## src/hw/usb_proto_pkg.sv

```systemverilog
package usb_proto_pkg;

   // PID code from the upper nibble of the PID byte
   // Lower nibble must carry the complement
   typedef enum logic [3:0] {
      // Tokens
      pid_out      = 4'b0001,
      pid_in       = 4'b1001,
      pid_sof      = 4'b0101,
      pid_setup    = 4'b1101,
      // Data
      pid_data0    = 4'b0011,
      pid_data1    = 4'b1011,
      pid_data2    = 4'b0111,
      pid_mdata    = 4'b1111,
      // Handshakes
      pid_ack      = 4'b0010,
      pid_nak      = 4'b1010,
      pid_stall    = 4'b1110,
      pid_nyet     = 4'b0110,
      // Specials
      pid_pre      = 4'b1100,
      pid_split    = 4'b1000,
      pid_ping     = 4'b0100,
      pid_reserved = 4'b0000
   } pid_code_t;

   // Low two bits of the code give the group
   localparam logic [1:0] grp_special   = 2'b00;
   localparam logic [1:0] grp_token     = 2'b01;
   localparam logic [1:0] grp_handshake = 2'b10;
   localparam logic [1:0] grp_data      = 2'b11;

   // Token CRC, x^5+x^2+1
   localparam logic [4:0]  crc5_poly     = 5'b00101;
   localparam logic [4:0]  crc5_residue  = 5'b01100;
   // Data CRC, x^16+x^15+x^2+1
   localparam logic [15:0] crc16_poly    = 16'h8005;
   localparam logic [15:0] crc16_residue = 16'h800D;

   // One byte into the CRC5 register, bit 0 first
   function automatic logic [4:0] crc5_byte(input logic [4:0] crc, input logic [7:0] b);
      logic [4:0] c;
      logic       fb;
      c = crc;
      for (int i = 0; i < 8; i++) begin
         fb = b[i] ^ c[4];
         c  = {c[3:0], 1'b0} ^ (fb ? crc5_poly : 5'b00000);
      end
      return c;
   endfunction

   // One byte into the CRC16 register, bit 0 first
   function automatic logic [15:0] crc16_byte(input logic [15:0] crc, input logic [7:0] b);
      logic [15:0] c;
      logic        fb;
      c = crc;
      for (int i = 0; i < 8; i++) begin
         fb = b[i] ^ c[15];
         c  = {c[14:0], 1'b0} ^ (fb ? crc16_poly : 16'h0000);
      end
      return c;
   endfunction

endpackage

```

## src/hw/usb_rx_pkg.sv

```systemverilog
package usb_rx_pkg;

   // Packet class reported with every packet
   typedef enum logic [1:0] {
      kind_token     = 2'd0,
      kind_data      = 2'd1,
      kind_handshake = 2'd2,
      kind_special   = 2'd3
   } pid_kind_t;

   // Report result, one per packet
   typedef enum logic [2:0] {
      st_ok           = 3'd0,
      st_pid_error    = 3'd1,
      st_length_error = 3'd2,
      st_overflow     = 3'd3,
      st_crc_error    = 3'd4
   } rx_status_t;

   // Where the bytes after the PID go
   typedef enum logic [1:0] {
      rt_wait_pid = 2'd0,
      rt_data     = 2'd1,
      rt_token    = 2'd2,
      rt_drop     = 2'd3
   } route_state_t;

endpackage

```

## src/hw/data_packet_path.sv

```systemverilog
`timescale 1ns/100ps

module data_packet_path
   import usb_proto_pkg::*;
#(
   parameter int fifo_depth = 8
) (
   input  logic       clk,
   input  logic       reset,
   input  logic       data_strobe,
   input  logic [7:0] route_byte,
   input  logic       route_eop,
   input  logic       r_enable,
   output logic [7:0] r_data,
   output logic       empty,
   output logic       data_ok_crc,
   output logic       data_short,
   output logic       data_overflow
);

   localparam int addr_w = $clog2(fifo_depth);

   logic [7:0]      mem [fifo_depth];
   // Extra MSB tells full from empty
   logic [addr_w:0] wr_ptr;
   logic [addr_w:0] rd_ptr;
   logic            full;
   logic            push;
   logic            pop;
   logic [15:0]     crc;
   // Last two bytes, possibly the CRC
   logic [7:0]      hold_new;
   logic [7:0]      hold_old;
   // Bytes in holdback, saturates at two
   logic [1:0]      held;
   logic            ovf_seen;

   assign empty = (wr_ptr == rd_ptr);
   assign full  = (wr_ptr[addr_w] != rd_ptr[addr_w]) &&
                  (wr_ptr[addr_w-1:0] == rd_ptr[addr_w-1:0]);

   // Oldest held byte leaves once the holdback is full
   assign push = data_strobe && (held == 2'd2);
   assign pop  = r_enable && !empty;

   always_ff @(posedge clk) begin
      if (reset) begin
         wr_ptr        <= '0;
         rd_ptr        <= '0;
         crc           <= '1;
         held          <= 2'd0;
         ovf_seen      <= 1'b0;
         data_ok_crc   <= 1'b0;
         data_short    <= 1'b0;
         data_overflow <= 1'b0;
      end else begin
         if (route_eop) begin
            // Results for this packet, then rearm
            data_ok_crc   <= (crc == crc16_residue);
            data_short    <= (held != 2'd2);
            data_overflow <= ovf_seen;
            crc           <= '1;
            held          <= 2'd0;
            ovf_seen      <= 1'b0;
         end else if (data_strobe) begin
            // CRC bytes are included for the residue
            crc <= crc16_byte(crc, route_byte);
            if (held != 2'd2)
               held <= held + 2'd1;
         end
         // Full FIFO drops the byte
         if (push) begin
            if (full)
               ovf_seen <= 1'b1;
            else
               wr_ptr <= wr_ptr + 1'b1;
         end
         if (pop)
            rd_ptr <= rd_ptr + 1'b1;
      end
   end

   // Holdback shift
   always_ff @(posedge clk) begin
      if (data_strobe) begin
         hold_old <= hold_new;
         hold_new <= route_byte;
      end
   end

   // Storage and registered read port
   always_ff @(posedge clk) begin
      if (push && !full)
         mem[wr_ptr[addr_w-1:0]] <= hold_old;
      if (pop)
         r_data <= mem[rd_ptr[addr_w-1:0]];
   end

endmodule

```

## src/hw/pid_decode.sv

```systemverilog
`timescale 1ns/100ps

module pid_decode
   import usb_proto_pkg::*, usb_rx_pkg::*;
(
   input  logic       clk,
   input  logic       reset,
   input  logic [7:0] rx_byte,
   input  logic       rx_strobe,
   input  logic       rx_eop,
   output logic       data_strobe,
   output logic       token_strobe,
   output logic [7:0] route_byte,
   output logic       route_eop,
   output pid_kind_t  pid_kind,
   output pid_code_t  pid_code,
   output logic       pid_error,
   output logic       pid_seen,
   output logic       extra_bytes
);

   route_state_t state;
   logic [3:0]   nib_hi;
   logic         nib_ok;
   pid_kind_t    kind_next;

   assign nib_hi = rx_byte[7:4];
   // Check field is the inverted code
   assign nib_ok = (rx_byte[3:0] == ~rx_byte[7:4]);

   // Group bits pick the kind
   always_comb begin
      case (nib_hi[1:0])
         grp_token:     kind_next = kind_token;
         grp_data:      kind_next = kind_data;
         grp_handshake: kind_next = kind_handshake;
         default:       kind_next = kind_special;
      endcase
   end

   always_ff @(posedge clk) begin
      if (reset) begin
         state        <= rt_wait_pid;
         data_strobe  <= 1'b0;
         token_strobe <= 1'b0;
         route_eop    <= 1'b0;
         pid_kind     <= kind_special;
         pid_code     <= pid_reserved;
         pid_error    <= 1'b0;
         pid_seen     <= 1'b0;
         extra_bytes  <= 1'b0;
      end else begin
         // Steer strobes by current route
         data_strobe  <= rx_strobe && (state == rt_data);
         token_strobe <= rx_strobe && (state == rt_token);
         route_eop    <= rx_eop;
         if (rx_eop) begin
            state <= rt_wait_pid;
            // Eop with no PID byte at all
            if (state == rt_wait_pid) begin
               pid_seen    <= 1'b0;
               pid_error   <= 1'b0;
               pid_kind    <= kind_special;
               pid_code    <= pid_reserved;
               extra_bytes <= 1'b0;
            end
         end else if (rx_strobe) begin
            case (state)
               rt_wait_pid: begin
                  // Kind is kept even for a bad PID
                  pid_seen    <= 1'b1;
                  pid_error   <= !nib_ok;
                  pid_kind    <= kind_next;
                  pid_code    <= pid_code_t'(nib_hi);
                  extra_bytes <= 1'b0;
                  if (!nib_ok)
                     state <= rt_drop;
                  else if (kind_next == kind_data)
                     state <= rt_data;
                  else if (kind_next == kind_token)
                     state <= rt_token;
                  else
                     state <= rt_drop;
               end
               rt_drop: begin
                  // Handshakes are PID only
                  if (pid_kind == kind_handshake)
                     extra_bytes <= 1'b1;
               end
               default: begin
               end
            endcase
         end
      end
   end

   // Byte rides along with the strobe
   always_ff @(posedge clk) begin
      if (rx_strobe)
         route_byte <= rx_byte;
   end

endmodule

```

## src/hw/rx_status_merge.sv

```systemverilog
`timescale 1ns/100ps

module rx_status_merge
   import usb_proto_pkg::*, usb_rx_pkg::*;
(
   input  logic       clk,
   input  logic       reset,
   input  logic       route_eop,
   input  logic       pid_seen,
   input  pid_kind_t  pid_kind,
   input  pid_code_t  pid_code,
   input  logic       pid_error,
   input  logic       extra_bytes,
   input  logic       data_ok_crc,
   input  logic       data_short,
   input  logic       data_overflow,
   input  logic       tok_ok_crc,
   input  logic       tok_bad_length,
   input  logic [6:0] tok_addr,
   input  logic [3:0] tok_endp,
   output logic       packet_done,
   output pid_kind_t  packet_kind,
   output pid_code_t  packet_pid,
   output rx_status_t packet_status,
   output logic [6:0] token_addr,
   output logic [3:0] token_endp
);

   logic       eop_d;
   // PID facts latched at route_eop, before a new PID can land
   pid_kind_t  kind_q;
   pid_code_t  code_q;
   logic       err_q;
   logic       seen_q;
   logic       extra_q;
   logic       length_err;
   logic       crc_err;
   rx_status_t status_next;

   always_ff @(posedge clk) begin
      if (route_eop) begin
         kind_q  <= pid_kind;
         code_q  <= pid_code;
         err_q   <= pid_error;
         seen_q  <= pid_seen;
         extra_q <= extra_bytes;
      end
   end

   // Only the path matching the kind counts
   assign length_err = !seen_q ||
                       ((kind_q == kind_data) && data_short) ||
                       ((kind_q == kind_token) && tok_bad_length) ||
                       ((kind_q == kind_handshake) && extra_q);
   assign crc_err    = ((kind_q == kind_data) && !data_ok_crc) ||
                       ((kind_q == kind_token) && !tok_ok_crc);

   // Highest priority first
   always_comb begin
      if (err_q)
         status_next = st_pid_error;
      else if (length_err)
         status_next = st_length_error;
      else if ((kind_q == kind_data) && data_overflow)
         status_next = st_overflow;
      else if (crc_err)
         status_next = st_crc_error;
      else
         status_next = st_ok;
   end

   always_ff @(posedge clk) begin
      if (reset) begin
         eop_d         <= 1'b0;
         packet_done   <= 1'b0;
         packet_kind   <= kind_special;
         packet_pid    <= pid_reserved;
         packet_status <= st_ok;
         token_addr    <= 7'd0;
         token_endp    <= 4'd0;
      end else begin
         // Path results are valid one cycle after route_eop
         eop_d       <= route_eop;
         packet_done <= eop_d;
         if (eop_d) begin
            packet_kind   <= kind_q;
            packet_pid    <= code_q;
            packet_status <= status_next;
            // Token fields hold for other kinds
            if (seen_q && !err_q && (kind_q == kind_token)) begin
               token_addr <= tok_addr;
               token_endp <= tok_endp;
            end
         end
      end
   end

endmodule

```

## src/hw/token_packet_path.sv

```systemverilog
`timescale 1ns/100ps

module token_packet_path
   import usb_proto_pkg::*;
(
   input  logic       clk,
   input  logic       reset,
   input  logic       token_strobe,
   input  logic [7:0] route_byte,
   input  logic       route_eop,
   output logic       tok_ok_crc,
   output logic       tok_bad_length,
   output logic [6:0] tok_addr,
   output logic [3:0] tok_endp
);

   logic [4:0] crc;
   // Saturates at three so long packets stay flagged
   logic [1:0] count;
   logic [6:0] addr_q;
   logic [3:0] endp_q;

   always_ff @(posedge clk) begin
      if (reset) begin
         crc            <= '1;
         count          <= 2'd0;
         tok_ok_crc     <= 1'b0;
         tok_bad_length <= 1'b0;
      end else begin
         if (route_eop) begin
            tok_ok_crc     <= (crc == crc5_residue);
            tok_bad_length <= (count != 2'd2);
            crc            <= '1;
            count          <= 2'd0;
         end else if (token_strobe) begin
            // All sixteen bits, CRC field too
            crc <= crc5_byte(crc, route_byte);
            if (count != 2'd3)
               count <= count + 2'd1;
         end
      end
   end

   // Fields arrive bit 0 first
   // Byte 0 is addr[6:0] and endp[0]
   // Byte 1 holds endp[3:1], then the CRC5
   always_ff @(posedge clk) begin
      if (token_strobe) begin
         case (count)
            2'd0: begin
               addr_q    <= route_byte[6:0];
               endp_q[0] <= route_byte[7];
            end
            2'd1: begin
               endp_q[3:1] <= route_byte[2:0];
            end
            default: begin
            end
         endcase
      end
   end

   // Snapshot at eop
   always_ff @(posedge clk) begin
      if (route_eop) begin
         tok_addr <= addr_q;
         tok_endp <= endp_q;
      end
   end

endmodule

```

## src/hw/usb_rx_decode.sv

```systemverilog
`timescale 1ns/100ps

module usb_rx_decode
   import usb_proto_pkg::*, usb_rx_pkg::*;
#(
   parameter int fifo_depth = 8
) (
   input  logic       clk,
   input  logic       reset,
   input  logic [7:0] rx_byte,
   input  logic       rx_strobe,
   input  logic       rx_eop,
   input  logic       r_enable,
   output logic [7:0] r_data,
   output logic       empty,
   output logic       packet_done,
   output pid_kind_t  packet_kind,
   output pid_code_t  packet_pid,
   output rx_status_t packet_status,
   output logic [6:0] token_addr,
   output logic [3:0] token_endp
);

   // Routing outputs
   logic       data_strobe;
   logic       token_strobe;
   logic [7:0] route_byte;
   logic       route_eop;
   pid_kind_t  pid_kind;
   pid_code_t  pid_code;
   logic       pid_error;
   logic       pid_seen;
   logic       extra_bytes;

   // Path results
   logic       data_ok_crc;
   logic       data_short;
   logic       data_overflow;
   logic       tok_ok_crc;
   logic       tok_bad_length;
   logic [6:0] tok_addr;
   logic [3:0] tok_endp;

   pid_decode u_pid_decode (
      .clk          (clk),
      .reset        (reset),
      .rx_byte      (rx_byte),
      .rx_strobe    (rx_strobe),
      .rx_eop       (rx_eop),
      .data_strobe  (data_strobe),
      .token_strobe (token_strobe),
      .route_byte   (route_byte),
      .route_eop    (route_eop),
      .pid_kind     (pid_kind),
      .pid_code     (pid_code),
      .pid_error    (pid_error),
      .pid_seen     (pid_seen),
      .extra_bytes  (extra_bytes)
   );

   // Payload store sized here
   data_packet_path #(
      .fifo_depth (fifo_depth)
   ) u_data_path (
      .clk           (clk),
      .reset         (reset),
      .data_strobe   (data_strobe),
      .route_byte    (route_byte),
      .route_eop     (route_eop),
      .r_enable      (r_enable),
      .r_data        (r_data),
      .empty         (empty),
      .data_ok_crc   (data_ok_crc),
      .data_short    (data_short),
      .data_overflow (data_overflow)
   );

   token_packet_path u_token_path (
      .clk            (clk),
      .reset          (reset),
      .token_strobe   (token_strobe),
      .route_byte     (route_byte),
      .route_eop      (route_eop),
      .tok_ok_crc     (tok_ok_crc),
      .tok_bad_length (tok_bad_length),
      .tok_addr       (tok_addr),
      .tok_endp       (tok_endp)
   );

   rx_status_merge u_status_merge (
      .clk            (clk),
      .reset          (reset),
      .route_eop      (route_eop),
      .pid_seen       (pid_seen),
      .pid_kind       (pid_kind),
      .pid_code       (pid_code),
      .pid_error      (pid_error),
      .extra_bytes    (extra_bytes),
      .data_ok_crc    (data_ok_crc),
      .data_short     (data_short),
      .data_overflow  (data_overflow),
      .tok_ok_crc     (tok_ok_crc),
      .tok_bad_length (tok_bad_length),
      .tok_addr       (tok_addr),
      .tok_endp       (tok_endp),
      .packet_done    (packet_done),
      .packet_kind    (packet_kind),
      .packet_pid     (packet_pid),
      .packet_status  (packet_status),
      .token_addr     (token_addr),
      .token_endp     (token_endp)
   );

endmodule

```

## config.mk

```make
export PLATFORM = sky130hd
export DESIGN_NAME = usb_rx_decode
export DESIGN_NICKNAME = d
export VERILOG_FILES = /design/src/hw/usb_proto_pkg.sv /design/src/hw/usb_rx_pkg.sv /design/src/hw/data_packet_path.sv /design/src/hw/pid_decode.sv /design/src/hw/rx_status_merge.sv /design/src/hw/token_packet_path.sv /design/src/hw/usb_rx_decode.sv
export SDC_FILE = /design/constraint.sdc
export NUM_CORES = 1
export LEC_CHECK = 0
export BUFFER_PORTS_ARGS = -buffer_cell sky130_fd_sc_hd__buf_2
export CORE_ASPECT_RATIO = 0.75
export CORE_UTILIZATION = 45
export CTS_CLUSTER_SIZE = 14
export DETAILED_ROUTE_END_ITERATION = 6
export GPL_TIMING_DRIVEN = 0
export PLACE_DENSITY_LB_ADDON = 0.12
export SETUP_SLACK_MARGIN = 0.05
export SLEW_MARGIN = 20
export SYNTH_ARGS = -nofsm -noshare
export SYNTH_HDL_FRONTEND = slang
export SYNTH_SLANG_ARGS = --single-unit
export TNS_END_PERCENT = 10
```

## constraint.sdc

```tcl
create_clock -name clk -period 3.2 [get_ports clk]
set_clock_uncertainty 0.1 [all_clocks]
set_input_delay 0.48 -clock clk [delete_from_list [all_inputs] [get_ports clk]]
set_output_delay 0.48 -clock clk [all_outputs]
set_load 0.05 [all_outputs]
```

==> metrics.csv <==
metric,value,unit
layout-drive-gt1-share,18.94,%
die_area,18040,um^2
setup_violations,0,
fin_area,9084,um^2
rr_worst_depth,5,
ys_types,43,
yosys.area.top_type_share,48.41,%
insertion_delay,0.48,ns
max_cap_viol_count,0,
synth-edff-count,127,
via_per_inst,5.017,
post-place-cells,822,
post-route-drc-count,0,
coreArea,16980,um^2
ys_seq_elements,202,
fin_setup_tns,0,ns
synth_xor_area_share,7.544,%
cts_buffer_depth,3,
final_common_cell,edfxtp_1,
cts_buffers,21,
areaGrowthSynthToFinish,15.31,%
fmax,333.6,MHz
final_net_count,637,
relSlewSlack,25.78,%
worst_hold_path_type,in2reg,
diodes,0,
gp_congestion,0.7995,
crit_slowest_cell,dfxtp_2,
synth_ff_type,edfxtp_1,
port_buffers,40,
cp_max_fo,17,
detail_route.wl_per_cell,17.52,um
synth_warnings,0,
criticalPathCategory,reg2reg,
drt-initial-drc-count,230,
ir_drop,0.3957,mV
synth_area,7878,um^2
cts-root-buf,clkbuf_16,
power,5.404,mW
crit_buf_inv,1,
reg2reg_setup_slack,0.20,ns
hold_ws,0.1249,ns
ant_nets,0,
cts_tree,built,
placed_cell_area,8398,um^2
antenna_found_initial,0,
syn_area_per_cell,14.48,um^2
rsz0062_at_grt,true,
crit_chain,"clkbuf_1, nand2_1, a41oi_1, nand2_1, nor2_2",
ios,43,
rows,41,
crit_top_cell,nand2_1,
synth_top_family_by_area,multiplexers,
p_leak,3.108,nW
hold_violations,0,
yosys-mux-area-fraction,9.673,%
reg2reg_to,u_data_path.mem[6][1]$_DFFE_PP_,
async_flop_share,0,%
wl,15050,um
ys_seq_area_share,67.47,%
fin_crit,2.998,ns
die_w,154.8,um
slew_viol_final,0,
drtPass1Iterations,4,
ys_top_cells_by_area,"edfxtp_1 48%, dfxtp_1 19%, mux4_2 4.6%, xnor2_1 4.6%, mux2i_1 3.8%",
synth_compound_area_share,3.478,%
grt_pass1_wl,23470,um
yosysTopAreaCell,edfxtp_1,
cp_top_family,simple AND/OR/NAND/NOR gates,
r2r-start,u_pid_decode.data_strobe$_SDFF_PP0_,
final_cells,859,
htree_num_levels,1,
die_h,116.6,um
worst_pin_slew,1.103,ns
dpl.hpwl,10250,um
grt_max_degree,22,
hold_start,rx_byte[0],
clkTransAtPathRegs,0.06,ns
crit_arrival,3.01,ns
num_vias,4310,
synth_fp_nets,572,
slowest_delay,0.57,ns
start_kind,flop,
finalCritPeriodShare,93.68,%
powerDensity,595.0,nW/um^2
post_cts_buffers,0,
crit_required,3.22,ns
cts_sinks,202,
grt_pass1_vias,4190,
synth_fa_ha_area_share,2.382,%
status,completed,
whs_path_depth,1,
layout_common_cells,"127 x edfxtp_1, 74 x dfxtp_1, 52 x nor2_1",
yosys.area_share.simple,7.576,%
whs_endpoint,u_pid_decode.route_byte[0]$_DFFE_PP_,
grt_overflow_total,0,
grt_usage,17.28,%
crit_path_end_kind,flop,
start_util,46.39,%
synth_cells,544,
## per-stage QoR
step | setup slack (ns) | util [%]
CTS | 0.1152 | 53.37
floorplan | 0.4806 | -
global placement | -0.6691 | 49.31
finish | 0.2024 | 53.50
detailed placement | -0.2963 | 49.46
global route | -0.003046 | 53.50
## synthesized netlist by cell type (3+ instances only)
| cell type | instances |
|---|---|
| a211o_1 | 4 |
| a211oi_1 | 6 |
| a21oi_1 | 11 |
| a22oi_1 | 5 |
| and2_1 | 3 |
| buf_2 | 4 |
| clkbuf_1 | 18 |
| dfxtp_1 | 75 |
| edfxtp_1 | 127 |
| ha_1 | 15 |
| inv_1 | 9 |
| inv_2 | 3 |
| mux2_2 | 8 |
| mux2i_1 | 30 |
| mux4_2 | 16 |
| nand2_1 | 35 |
| nand2b_1 | 6 |
| nand4_1 | 3 |
| nor2_1 | 58 |
| nor2b_1 | 6 |
| nor3_1 | 8 |
| nor4_1 | 5 |
| o21ai_1 | 13 |
| xnor2_1 | 41 |
| xor2_1 | 10 |
## worst reg2reg max path: stages (launching register included)
cell and delay (ns):
dfxtp_2 0.57, clkbuf_1 0.41, nand2_1 0.22, a41oi_1 0.47
nand2_1 0.34, nor2_2 0.52
## cells by family (layout without fill, tap and decap cells)
group	count (synthesis)	after routing
multiplexers	55	55
flip-flops	202	202
AND/OR/NAND/NOR	133	133
adder cells (fa/ha/maj)	15	15
buffers and inverters	37	116
AO/OA/AOI/OAI	44	44
XOR/XNOR	58	58
## state kept, by name, summed over array words and instances, names as in the netlist, 5 cells and up
signal                     cells
u_token_path.addr_q            7
u_pid_decode.route_byte        8
u_token_path.crc               5
u_data_path.hold_new           8
u_data_path.crc               16
u_status_merge.token_addr      7
u_data_path.hold_old           8
u_data_path.r_data             8
u_token_path.tok_addr          7
u_data_path.mem               64
## timing repair
item	4_1_cts	5_1_grt
hold buffers	0	0
resized for setup	7	4
setup endpoints to repair	53	18
## power by group
part	total [mW]	switching (mW)	internal, mW
logic	0.268	0.151	0.118
clock network	2.30	0.940	1.36
registers	2.84	0.0449	2.79
total	5.40	1.14	4.27
## layer usage
layer	GRT usage, %	share of wire [%]	up-vias
met5	0	0	-
met4	3.696	1.4	0
met3	3.265	3.9	21
met2	25.82	43	89
met1	26.24	52	2123
li1	-	-	2077
## area by class of cell
class                   instances  area (um^2)
clock buffers                  24        536.8
inverters                      12        45.04
repair buffers                 42        215.2
multi-input cells             305         2461
plain buffers                  25        102.6
clock inverters                13        111.4
well taps                     236        295.3
flip-flops and latches        202         5316
fillers                      1424         7896
## worst max path at each step
stage | from | endpoint | slack (ns) | cells after the start
after floorplan | u_pid_decode.data_strobe$_SDFF_PP0_ | u_data_path.mem[2][0]$_DFFE_PP_ | 0.48 | 5
after detailed placement | u_pid_decode.data_strobe$_SDFF_PP0_ | u_data_path.mem[7][1]$_DFFE_PP_ | -0.30 | 5
after global routing | u_pid_decode.data_strobe$_SDFF_PP0_ | u_data_path.mem[2][5]$_DFFE_PP_ | -0.003 | 6
after CTS | u_pid_decode.data_strobe$_SDFF_PP0_ | u_data_path.mem[2][5]$_DFFE_PP_ | 0.12 | 6
final | u_pid_decode.data_strobe$_SDFF_PP0_ | u_data_path.mem[6][1]$_DFFE_PP_ | 0.20 | 5
after global placement | u_pid_decode.data_strobe$_SDFF_PP0_ | u_data_path.mem[0][4]$_DFFE_PP_ | -0.67 | 5
Power figures use the tool's default switching activity.
